**config.mk**
```make
export PLATFORM = sky130hd
export DESIGN_NAME = periph_top
export DESIGN_NICKNAME = d
export VERILOG_FILES = /design/src/periph_pkg.sv /design/src/gpio_regs.sv /design/src/irq_ctrl.sv /design/src/periph_decoder.sv /design/src/periph_top.sv /design/src/req_queue.sv /design/src/timer_bank.sv
export SDC_FILE = /design/constraint.sdc
export NUM_CORES = 1
export LEC_CHECK = 0
export BUFFER_PORTS_ARGS = -buffer_cell sky130_fd_sc_hd__buf_2
export CELL_PAD_IN_SITES_DETAIL_PLACEMENT = 0
export CELL_PAD_IN_SITES_GLOBAL_PLACEMENT = 1
export CORE_MARGIN = 2
export CORE_UTILIZATION = 47
export CTS_CLUSTER_DIAMETER = 150
export CTS_CLUSTER_SIZE = 25
export DETAILED_ROUTE_END_ITERATION = 8
export PLACE_DENSITY_LB_ADDON = 0.1
export SYNTH_ARGS = -nofsm -noshare
export SYNTH_HDL_FRONTEND = slang
export SYNTH_HIERARCHICAL = 1
export SYNTH_SLANG_ARGS = --single-unit
```
**constraint.sdc**
```tcl
create_clock -name clk_i -period 15.85 [get_ports clk_i]
set_input_delay 0.7925 -clock clk_i [delete_from_list [all_inputs] [get_ports clk_i]]
set_output_delay 0.7925 -clock clk_i [all_outputs]
set_load 0.1 [all_outputs]
```
**src/periph_pkg.sv**
```systemverilog
/*
 * Peripheral subsystem definitions
 * Host request and response structs, target select and address map
 */

package periph_pkg;

  // ----------------------------------------
  // Register port types
  // ----------------------------------------
  typedef logic [31:0] reg_addr_t;
  typedef logic [31:0] reg_data_t;

  // One host request
  typedef struct packed {
    reg_addr_t addr;
    reg_data_t wdata;
    logic      write;
  } reg_req_t;

  // One response, error set for absent targets
  typedef struct packed {
    reg_data_t rdata;
    logic      error;
  } reg_rsp_t;

  // ----------------------------------------
  // Address map
  // ----------------------------------------
  typedef enum logic [1:0] {
    SelGpio,
    SelTimer,
    SelIrq,
    SelNone
  } periph_sel_e;

  // Target field of the address
  localparam int SelMsb = 11;
  localparam int SelLsb = 8;

  localparam logic [SelMsb-SelLsb:0] GpioRegion  = 4'h0;
  localparam logic [SelMsb-SelLsb:0] TimerRegion = 4'h1;
  localparam logic [SelMsb-SelLsb:0] IrqRegion   = 4'h2;

  // Read data of an unmapped address
  localparam reg_data_t AbsentData = 32'hDEAD_BEEF;

endpackage

```
**src/gpio_regs.sv**
```systemverilog
/*
 * GPIO block
 * LED output register and synchronized DIP switch input
 */

module gpio_regs import periph_pkg::*; (
  input  logic       clk_i,
  input  logic       rst_n_i,
  input  logic       sel_i,
  input  logic       we_i,
  input  logic [7:0] offset_i,
  input  reg_data_t  wdata_i,
  output reg_data_t  rdata_o,
  input  logic [7:0] dip_i,
  output logic [7:0] leds_o
);

  localparam logic [7:0] OffLeds = 8'h00;
  localparam logic [7:0] OffDip  = 8'h04;

  logic [7:0] dip_meta;
  logic [7:0] dip_sync;

  always_ff @(posedge clk_i) begin
    if (!rst_n_i) begin
      leds_o   <= '0;
      dip_meta <= '0;
      dip_sync <= '0;
    end else begin
      // Two flop synchronizer for the switches
      dip_meta <= dip_i;
      dip_sync <= dip_meta;
      if (sel_i && we_i && (offset_i == OffLeds)) begin
        leds_o <= wdata_i[7:0];
      end
    end
  end

  always_comb begin
    case (offset_i)
      OffLeds: rdata_o = {24'b0, leds_o};
      OffDip:  rdata_o = {24'b0, dip_sync};
      default: rdata_o = '0;
    endcase
  end

endmodule

```
**src/irq_ctrl.sv**
```systemverilog
/*
 * Interrupt controller
 * Edge capture into PENDING, ENABLE mask and CLAIM of the
 * lowest enabled pending source
 */

module irq_ctrl import periph_pkg::*; #(
  parameter int NumSrc = 4
) (
  input  logic              clk_i,
  input  logic              rst_n_i,
  input  logic              sel_i,
  input  logic              we_i,
  input  logic [7:0]        offset_i,
  input  reg_data_t         wdata_i,
  output reg_data_t         rdata_o,
  input  logic [NumSrc-1:0] src_i,
  output logic              irq_o
);

  localparam logic [7:0] OffPending = 8'h00;
  localparam logic [7:0] OffEnable  = 8'h04;
  localparam logic [7:0] OffClaim   = 8'h08;

  logic [NumSrc-1:0] src_q;
  logic [NumSrc-1:0] pending_q;
  logic [NumSrc-1:0] enable_q;
  logic [NumSrc-1:0] active;
  logic [NumSrc-1:0] claim_mask;
  logic              claim_rd;
  reg_data_t         claim_id;

  assign active = pending_q & enable_q;

  // Isolate the lowest set bit
  assign claim_mask = active & (~active + 1'b1);
  assign claim_rd   = sel_i && !we_i && (offset_i == OffClaim);

  always_comb begin
    claim_id = '0;
    for (int i = NumSrc - 1; i >= 0; i--) begin
      if (active[i]) begin
        claim_id = reg_data_t'(i + 1);
      end
    end
  end

  always_ff @(posedge clk_i) begin
    if (!rst_n_i) begin
      src_q     <= '0;
      pending_q <= '0;
      enable_q  <= '0;
      irq_o     <= 1'b0;
    end else begin
      src_q <= src_i;
      // A new edge wins over a claim in the same cycle
      pending_q <= (pending_q & ~(claim_rd ? claim_mask : '0)) | (src_i & ~src_q);
      if (sel_i && we_i && (offset_i == OffEnable)) begin
        enable_q <= wdata_i[NumSrc-1:0];
      end
      irq_o <= |active;
    end
  end

  always_comb begin
    case (offset_i)
      OffPending: rdata_o = reg_data_t'(pending_q);
      OffEnable:  rdata_o = reg_data_t'(enable_q);
      OffClaim:   rdata_o = claim_id;
      default:    rdata_o = '0;
    endcase
  end

endmodule

```
**src/periph_decoder.sv**
```systemverilog
/*
 * Request decoder
 * Executes the queue head each cycle, strobes one target
 * and registers the response
 */

module periph_decoder import periph_pkg::*; (
  input  logic       clk_i,
  input  logic       rst_n_i,
  input  reg_req_t   head_i,
  input  logic       valid_i,
  output logic       pop_o,
  output logic       sel_gpio_o,
  output logic       sel_timer_o,
  output logic       sel_irq_o,
  output logic       we_o,
  output logic [7:0] offset_o,
  output reg_data_t  wdata_o,
  input  reg_data_t  rdata_gpio_i,
  input  reg_data_t  rdata_timer_i,
  input  reg_data_t  rdata_irq_i,
  output logic       rsp_valid_o,
  output reg_rsp_t   rsp_o
);

  periph_sel_e sel;
  reg_rsp_t    rsp_d;

  // ----------------------------------------
  // Target decode
  // ----------------------------------------
  always_comb begin
    case (head_i.addr[SelMsb:SelLsb])
      GpioRegion:  sel = SelGpio;
      TimerRegion: sel = SelTimer;
      IrqRegion:   sel = SelIrq;
      default:     sel = SelNone;
    endcase
  end

  // Every queued request completes in one cycle
  assign pop_o = valid_i;

  assign sel_gpio_o  = valid_i && (sel == SelGpio);
  assign sel_timer_o = valid_i && (sel == SelTimer);
  assign sel_irq_o   = valid_i && (sel == SelIrq);

  assign we_o     = head_i.write;
  assign offset_o = head_i.addr[7:0];
  assign wdata_o  = head_i.wdata;

  // ----------------------------------------
  // Response
  // ----------------------------------------
  always_comb begin
    rsp_d.error = 1'b0;
    rsp_d.rdata = '0;
    case (sel)
      SelGpio:  rsp_d.rdata = rdata_gpio_i;
      SelTimer: rsp_d.rdata = rdata_timer_i;
      SelIrq:   rsp_d.rdata = rdata_irq_i;
      default: begin
        rsp_d.error = 1'b1;
        rsp_d.rdata = AbsentData;
      end
    endcase
    // Writes carry no data back
    if (head_i.write) begin
      rsp_d.rdata = '0;
    end
  end

  always_ff @(posedge clk_i) begin
    if (!rst_n_i) begin
      rsp_valid_o <= 1'b0;
    end else begin
      rsp_valid_o <= valid_i;
    end
  end

  always_ff @(posedge clk_i) begin
    if (valid_i) begin
      rsp_o <= rsp_d;
    end
  end

endmodule

```
**src/periph_top.sv**
```systemverilog
/*
 * Peripheral subsystem top level
 * Credit based host port, request queue, decoder, IRQ controller,
 * compare timers and GPIO
 */

module periph_top import periph_pkg::*; #(
  parameter int ReqDepth  = 4,
  parameter int NumTimers = 2,
  parameter int NumExtIrq = 2
) (
  input  logic                 clk_i,
  input  logic                 rst_n_i,
  input  logic                 req_valid_i,
  input  reg_req_t             req_i,
  output logic                 credit_o,
  output logic                 rsp_valid_o,
  output reg_rsp_t             rsp_o,
  input  logic [NumExtIrq-1:0] irq_ext_i,
  input  logic [7:0]           dip_i,
  output logic [7:0]           leds_o,
  output logic                 irq_o
);

  reg_req_t             head;
  logic                 head_valid;
  logic                 pop;
  logic                 sel_gpio;
  logic                 sel_timer;
  logic                 sel_irq;
  logic                 we;
  logic [7:0]           offset;
  reg_data_t            wdata;
  reg_data_t            rdata_gpio;
  reg_data_t            rdata_timer;
  reg_data_t            rdata_irq;
  logic [NumTimers-1:0] timer_irq;

  // ----------------------------------------
  // Host side
  // ----------------------------------------
  req_queue #(
    .ReqDepth ( ReqDepth )
  ) i_req_queue (
    .clk_i       ( clk_i       ),
    .rst_n_i     ( rst_n_i     ),
    .push_i      ( req_valid_i ),
    .push_data_i ( req_i       ),
    .pop_i       ( pop         ),
    .head_o      ( head        ),
    .valid_o     ( head_valid  ),
    .credit_o    ( credit_o    )
  );

  periph_decoder i_periph_decoder (
    .clk_i         ( clk_i       ),
    .rst_n_i       ( rst_n_i     ),
    .head_i        ( head        ),
    .valid_i       ( head_valid  ),
    .pop_o         ( pop         ),
    .sel_gpio_o    ( sel_gpio    ),
    .sel_timer_o   ( sel_timer   ),
    .sel_irq_o     ( sel_irq     ),
    .we_o          ( we          ),
    .offset_o      ( offset      ),
    .wdata_o       ( wdata       ),
    .rdata_gpio_i  ( rdata_gpio  ),
    .rdata_timer_i ( rdata_timer ),
    .rdata_irq_i   ( rdata_irq   ),
    .rsp_valid_o   ( rsp_valid_o ),
    .rsp_o         ( rsp_o       )
  );

  // ----------------------------------------
  // Peripherals
  // ----------------------------------------
  // Timers are the low IRQ sources, external lines follow
  irq_ctrl #(
    .NumSrc ( NumTimers + NumExtIrq )
  ) i_irq_ctrl (
    .clk_i    ( clk_i                  ),
    .rst_n_i  ( rst_n_i                ),
    .sel_i    ( sel_irq                ),
    .we_i     ( we                     ),
    .offset_i ( offset                 ),
    .wdata_i  ( wdata                  ),
    .rdata_o  ( rdata_irq              ),
    .src_i    ( {irq_ext_i, timer_irq} ),
    .irq_o    ( irq_o                  )
  );

  timer_bank #(
    .NumTimers ( NumTimers )
  ) i_timer_bank (
    .clk_i    ( clk_i       ),
    .rst_n_i  ( rst_n_i     ),
    .sel_i    ( sel_timer   ),
    .we_i     ( we          ),
    .offset_i ( offset      ),
    .wdata_i  ( wdata       ),
    .rdata_o  ( rdata_timer ),
    .irq_o    ( timer_irq   )
  );

  gpio_regs i_gpio_regs (
    .clk_i    ( clk_i      ),
    .rst_n_i  ( rst_n_i    ),
    .sel_i    ( sel_gpio   ),
    .we_i     ( we         ),
    .offset_i ( offset     ),
    .wdata_i  ( wdata      ),
    .rdata_o  ( rdata_gpio ),
    .dip_i    ( dip_i      ),
    .leds_o   ( leds_o     )
  );

endmodule

```
**src/req_queue.sv**
```systemverilog
/*
 * Request queue
 * Circular buffer of host requests, one credit returned per pop
 */

module req_queue import periph_pkg::*; #(
  parameter int ReqDepth = 4
) (
  input  logic     clk_i,
  input  logic     rst_n_i,
  input  logic     push_i,
  input  reg_req_t push_data_i,
  input  logic     pop_i,
  output reg_req_t head_o,
  output logic     valid_o,
  output logic     credit_o
);

  localparam int PtrW = (ReqDepth > 1) ? $clog2(ReqDepth) : 1;
  localparam int CntW = $clog2(ReqDepth + 1);

  reg_req_t        mem [ReqDepth];
  logic [PtrW-1:0] wr_ptr;
  logic [PtrW-1:0] rd_ptr;
  logic [CntW-1:0] count;

  function automatic logic [PtrW-1:0] ptr_inc(logic [PtrW-1:0] ptr);
    if (ptr == PtrW'(ReqDepth - 1)) begin
      return '0;
    end
    return ptr + 1'b1;
  endfunction

  // Storage, no full check since the host obeys its credits
  always_ff @(posedge clk_i) begin
    if (push_i) begin
      mem[wr_ptr] <= push_data_i;
    end
  end

  always_ff @(posedge clk_i) begin
    if (!rst_n_i) begin
      wr_ptr   <= '0;
      rd_ptr   <= '0;
      count    <= '0;
      credit_o <= 1'b0;
    end else begin
      if (push_i) begin
        wr_ptr <= ptr_inc(wr_ptr);
      end
      if (pop_i) begin
        rd_ptr <= ptr_inc(rd_ptr);
      end
      count    <= count + CntW'(push_i) - CntW'(pop_i);
      credit_o <= pop_i;
    end
  end

  assign head_o  = mem[rd_ptr];
  assign valid_o = (count != '0);

endmodule

```
**src/timer_bank.sv**
```systemverilog
/*
 * Compare timer bank
 * Free running counters with enable, load and compare value
 */

module timer_bank import periph_pkg::*; #(
  parameter int NumTimers = 2
) (
  input  logic                 clk_i,
  input  logic                 rst_n_i,
  input  logic                 sel_i,
  input  logic                 we_i,
  input  logic [7:0]           offset_i,
  input  reg_data_t            wdata_i,
  output reg_data_t            rdata_o,
  output logic [NumTimers-1:0] irq_o
);

  localparam logic [3:0] OffCtrl  = 4'h0;
  localparam logic [3:0] OffCount = 4'h4;
  localparam logic [3:0] OffCmp   = 4'h8;

  logic [NumTimers-1:0] en_q;
  reg_data_t            count_q [NumTimers];
  reg_data_t            cmp_q   [NumTimers];
  logic [3:0]           idx;
  logic [3:0]           reg_off;

  // Each timer owns a 16 byte window
  assign idx     = offset_i[7:4];
  assign reg_off = offset_i[3:0];

  always_ff @(posedge clk_i) begin
    if (!rst_n_i) begin
      en_q <= '0;
      for (int i = 0; i < NumTimers; i++) begin
        count_q[i] <= '0;
        cmp_q[i]   <= '0;
      end
    end else begin
      for (int i = 0; i < NumTimers; i++) begin
        if (en_q[i]) begin
          count_q[i] <= count_q[i] + 1'b1;
        end
        // Host write overrides the count step
        if (sel_i && we_i && (idx == 4'(i))) begin
          case (reg_off)
            OffCtrl:  en_q[i]    <= wdata_i[0];
            OffCount: count_q[i] <= wdata_i;
            OffCmp:   cmp_q[i]   <= wdata_i;
            default:  ;
          endcase
        end
      end
    end
  end

  always_comb begin
    rdata_o = '0;
    for (int i = 0; i < NumTimers; i++) begin
      if (idx == 4'(i)) begin
        case (reg_off)
          OffCtrl:  rdata_o = {31'b0, en_q[i]};
          OffCount: rdata_o = count_q[i];
          OffCmp:   rdata_o = cmp_q[i];
          default:  rdata_o = '0;
        endcase
      end
    end
  end

  for (genvar g = 0; g < NumTimers; g++) begin : gen_irq
    assign irq_o[g] = en_q[g] && (count_q[g] >= cmp_q[g]);
  end

endmodule

```
**Yosys cells after proc, flatten, opt, wreduce, memory -nomap -nowiden**

Memories as Yosys holds them, arrays and structs flattened. A register that Yosys moved wholly into a read port is not among the register bits.
Cells that the tools add are included.
W data, S select, Z words.

- $add $sub $neg: 7
- Magnitude comparators: 2
- Equality and inequality tests: 11
- Multiplexer cells: 55
- Bitwise gates (word level): 14
- Reduce and logical (&&, ||, !) cells: 25

Operator list:

| cell | count |
|---|---|
| $pmux W32 S3 | 3 |
| $mux W32 | 8 |
| $add A32 B1 Y32 const B | 2 |
| $ge A32 B32 Y1 | 2 |
| $mux W1 | 30 |
| $and A4 B4 Y4 | 4 |
| $pmux W8 S2 | 1 |
| $logic_and A1 B1 Y1 | 14 |
| $logic_not A4 Y1 | 3 |
| $mux W2 | 6 |
| $mux W3 | 4 |
| $not A4 Y4 | 3 |
| $pmux W4 S3 | 1 |
| $eq A4 B1 Y1 const B | 2 |
| $eq A8 B3 Y1 const B | 1 |
| $eq A8 B4 Y1 const B | 1 |
| $logic_not A8 Y1 | 1 |
| $eq A2 B2 Y1 const B | 3 |
| $or A1 B1 Y1 | 6 |
| $pmux W2 S3 | 1 |
| $add A2 B1 Y2 const B | 2 |
| $add A4 B1 Y4 const B | 1 |
| $eq A4 B2 Y1 const B | 1 |
| $eq A4 B3 Y1 const B | 1 |
| 12 further kinds | 13 |

- Register bits: 80
- Bits in writable memories: 388
- Input bits: 78
- Memories: 3

Memory list:

| memory | words | width | rd ports | clocked after memory_dff | wr ports | RTL line | RTL |
|---|---|---|---|---|---|---|---|
| i_req_queue.mem | 4 | 65 | 1 | 1 | 1 | req_queue.sv:22 | `reg_req_t mem [ReqDepth];` |
| i_timer_bank.cmp_q | 2 | 32 | 2 | 0 | 2 | timer_bank.sv:25 | `reg_data_t cmp_q [NumTimers];` |
| i_timer_bank.count_q | 2 | 32 | 2 | 0 | 2 | timer_bank.sv:24 | `reg_data_t count_q [NumTimers];` |

**Logic depth before layout (Yosys ltp)**

- Depth in word-level cells: 10
- Mapped depth: 15
- Mapped depth without buffers: 11

**Hierarchy**

Netlist, hierarchy kept.

By module, submodules not included:

| module | instances | cells each | area each (um2) |
|---|---|---|---|
| req_queue | 1 | 382 | 9904.5 |
| timer_bank | 1 | 863 | 8552.0 |
| periph_decoder | 1 | 239 | 2382.3 |
| gpio_regs | 1 | 115 | 1078.5 |
| irq_ctrl | 1 | 108 | 910.9 |

**Worst setup path after synthesis**

Ideal clock, no wire load.

- Kind: reg2reg
- Start: register with a tool-made name
- End: memory i_timer_bank/cmp_q[0][0] (netlist bit), enable pin
- Data arrival time: 4615 ps
- Data required time: 15384 ps
- Path slack: 10769 ps
- Stages on the path, launching flop included: 11
- Buffers on the path: 5
- Period minus slack after synthesis: 5081 ps
- Path through: dfxtp_1 buf_6 buf_12 mux4_2 buf_6 buf_2 buf_2 nor3b_1 nand2_1 or3_4 o21ai_0

RTL lines:

| item | RTL line |
|---|---|
| end: declaration | timer_bank.sv:25 |

==> out/results.tsv <==
metric	value	unit
route.vias.total	12290	
period_needed	5.503	ns
final_core_util	49.63	%
drive_above_1_share	14.07	%
dp_hpwl	32490	um
status	completed	
netlist_instances	1605	
hold_class	input port to flip-flop	
critPathLaunchType	flip-flop	
worst_r2r_path_depth	7	
max_freq	0.1817	GHz
final_nets	1765	
setup_tns	0	ns
timing.final.ws_setup	10.35	ns
hold_slack	0.4337	ns
fp.coreArea	41950	sq um
grt_pass1_wl	73370	um
ant_nets	0	
initial_core_util	47.56	%
p_per_area	141.0	nW/um^2
max_slew_margin	21.36	%
clk_latency	0.56	ns
ios	122	
clock_skew	0.03359	ns
die-height	210.0	um
worstMarginPinSlew	1.180	ns
first_pass_iters	5	
grt_usage	21.88	%
cts.clk_slew.worst_paths	0.10	ns
max-cap-violations	0	
rrSetupSlack	10.35	ns
pre_cts_ws	10.26	ns
cts-hold-fix-buffers	0	
diodes	0	
cts_resized	0	
wl_met3	2354	um
drc	0	
power.total	0.002935	W
path_max_fanout	64	
finalHoldViolations	0	
fin_crit_sh	34.72	%
cp-end-kind	flip-flop	
worstPathRequired	16.01	ns
ir_drop	0.1357	mV
setup_violations	0	
top_layer	met4	
synth_area	19950	sq um
met1_length	23010	um
drt-initial-drc-count	1030	
wl_per_cell	22.07	um
num_rows	75	
whs_path_depth	2	
hold_start	dip_i[5]	
grt_pass1_vias	12070	
die_area	44110	sq um
leakage	7.134	nW
cts_buffer_depth	3	
slew_violations	0	
htree_levels	1	
cts_root_buffer	clkbuf_16	
crit_type	flip-flop to flip-flop	
portBuffers	101	
post_cts_buffers	0	
die_w	210.0	um
avgSynthCellArea	12.43	sq um
vias_per_cell	5.691	
syn_to_final_growth	4.359	%
cts_num_sinks	391	
yosysWarnings	6	
antenna_found_initial	0	
rsz0062_at_grt	false	
wl_met2	21310	um
routabilityCongestion	0.8330	
cp.arrival	5.67	ns
routed_wl	47680	um
cts_buffers	19	
overflow	0	
grt_max_degree	101	
cts_tree	built	
==> final timing paths <==
kind	to
worst min register to register	i_gpio_regs/dip_sync[2]
worst max-delay path	i_timer_bank/count_q[1][16]
worst min-delay path	i_gpio_regs/dip_meta[5]
worst max register to register	i_timer_bank/count_q[1][16]
==> power breakdown <==
part | switching, W | total (W) | internal (W)
Clock | 0.000320 | 0.000547 | 0.000227
Sequential | 0.0000524 | 0.00129 | 0.00123
Combinational | 0.000823 | 0.00110 | 0.000278
Total | 0.00120 | 0.00293 | 0.00174
==> cells in the final DEF, fill, tap and decap left out, drive strengths merged, types with 26 or more instances in the layout <==
master  instances
a211oi         34
xor2           33
ha             73
buf           120
edfxtp        341
o21ai          81
mux4           45
a22oi          60
dfxtp          50
conb           52
xnor2          27
nand3          39
nand2         114
nand4          27
nor2b          26
a31oi          26
o22ai          33
clkbuf         27
a21oi          63
inv            81
nor2           45
and2           64
==> flip-flops by register name, summed over array words and instances, names as in the netlist, 3 cells and up, named ones only <==
signal	cells
i_irq_ctrl/src_q	4
i_timer_bank/count_q	64
i_gpio_regs/leds_o	8
i_irq_ctrl/pending_q	4
i_req_queue/count	3
i_gpio_regs/dip_sync	8
i_req_queue/mem	180
i_periph_decoder/rsp_o	33
i_timer_bank/cmp_q	64
i_gpio_regs/dip_meta	8
i_irq_ctrl/enable_q	4
==> through the flow <==
stage          cell area, sq um  instances
6_report                  20820       2160
3_3_place_gp              20290       2131
2_1_floorplan             20140       1655
4_1_cts                   20820       2160
3_5_place_dp              20290       2131
5_1_grt                   20820       2160
==> area by class of cell <==
type	instances	area, sq um
sequential	391	11250
tap	539	674.4
fill	3683	21130
clock buffer	27	505.5
clock inverter	2	20.02
inverter	79	296.5
timing repair buffer	120	648.1
multi-input combinational	1002	7430
==> routing by layer <==
layer / GRT usage [%] / vias up
li1: - / 5866
met1: 32.54 / 6094
met2: 34.25 / 281
met3: 2.861 / 51
met4: 5.356 / 0
met5: 0 / -
==> critical path, cell delays in order, from the launching register on <==
cell and delay [ns]:
dfxtp_4 0.52, buf_4 0.59, mux4_2 0.77, nor4b_2 0.26, buf_4 0.67, nand2_1 0.29
nor2_4 0.96, or3b_2 0.98
No activity file was read; power rests on OpenSTA's default activity.
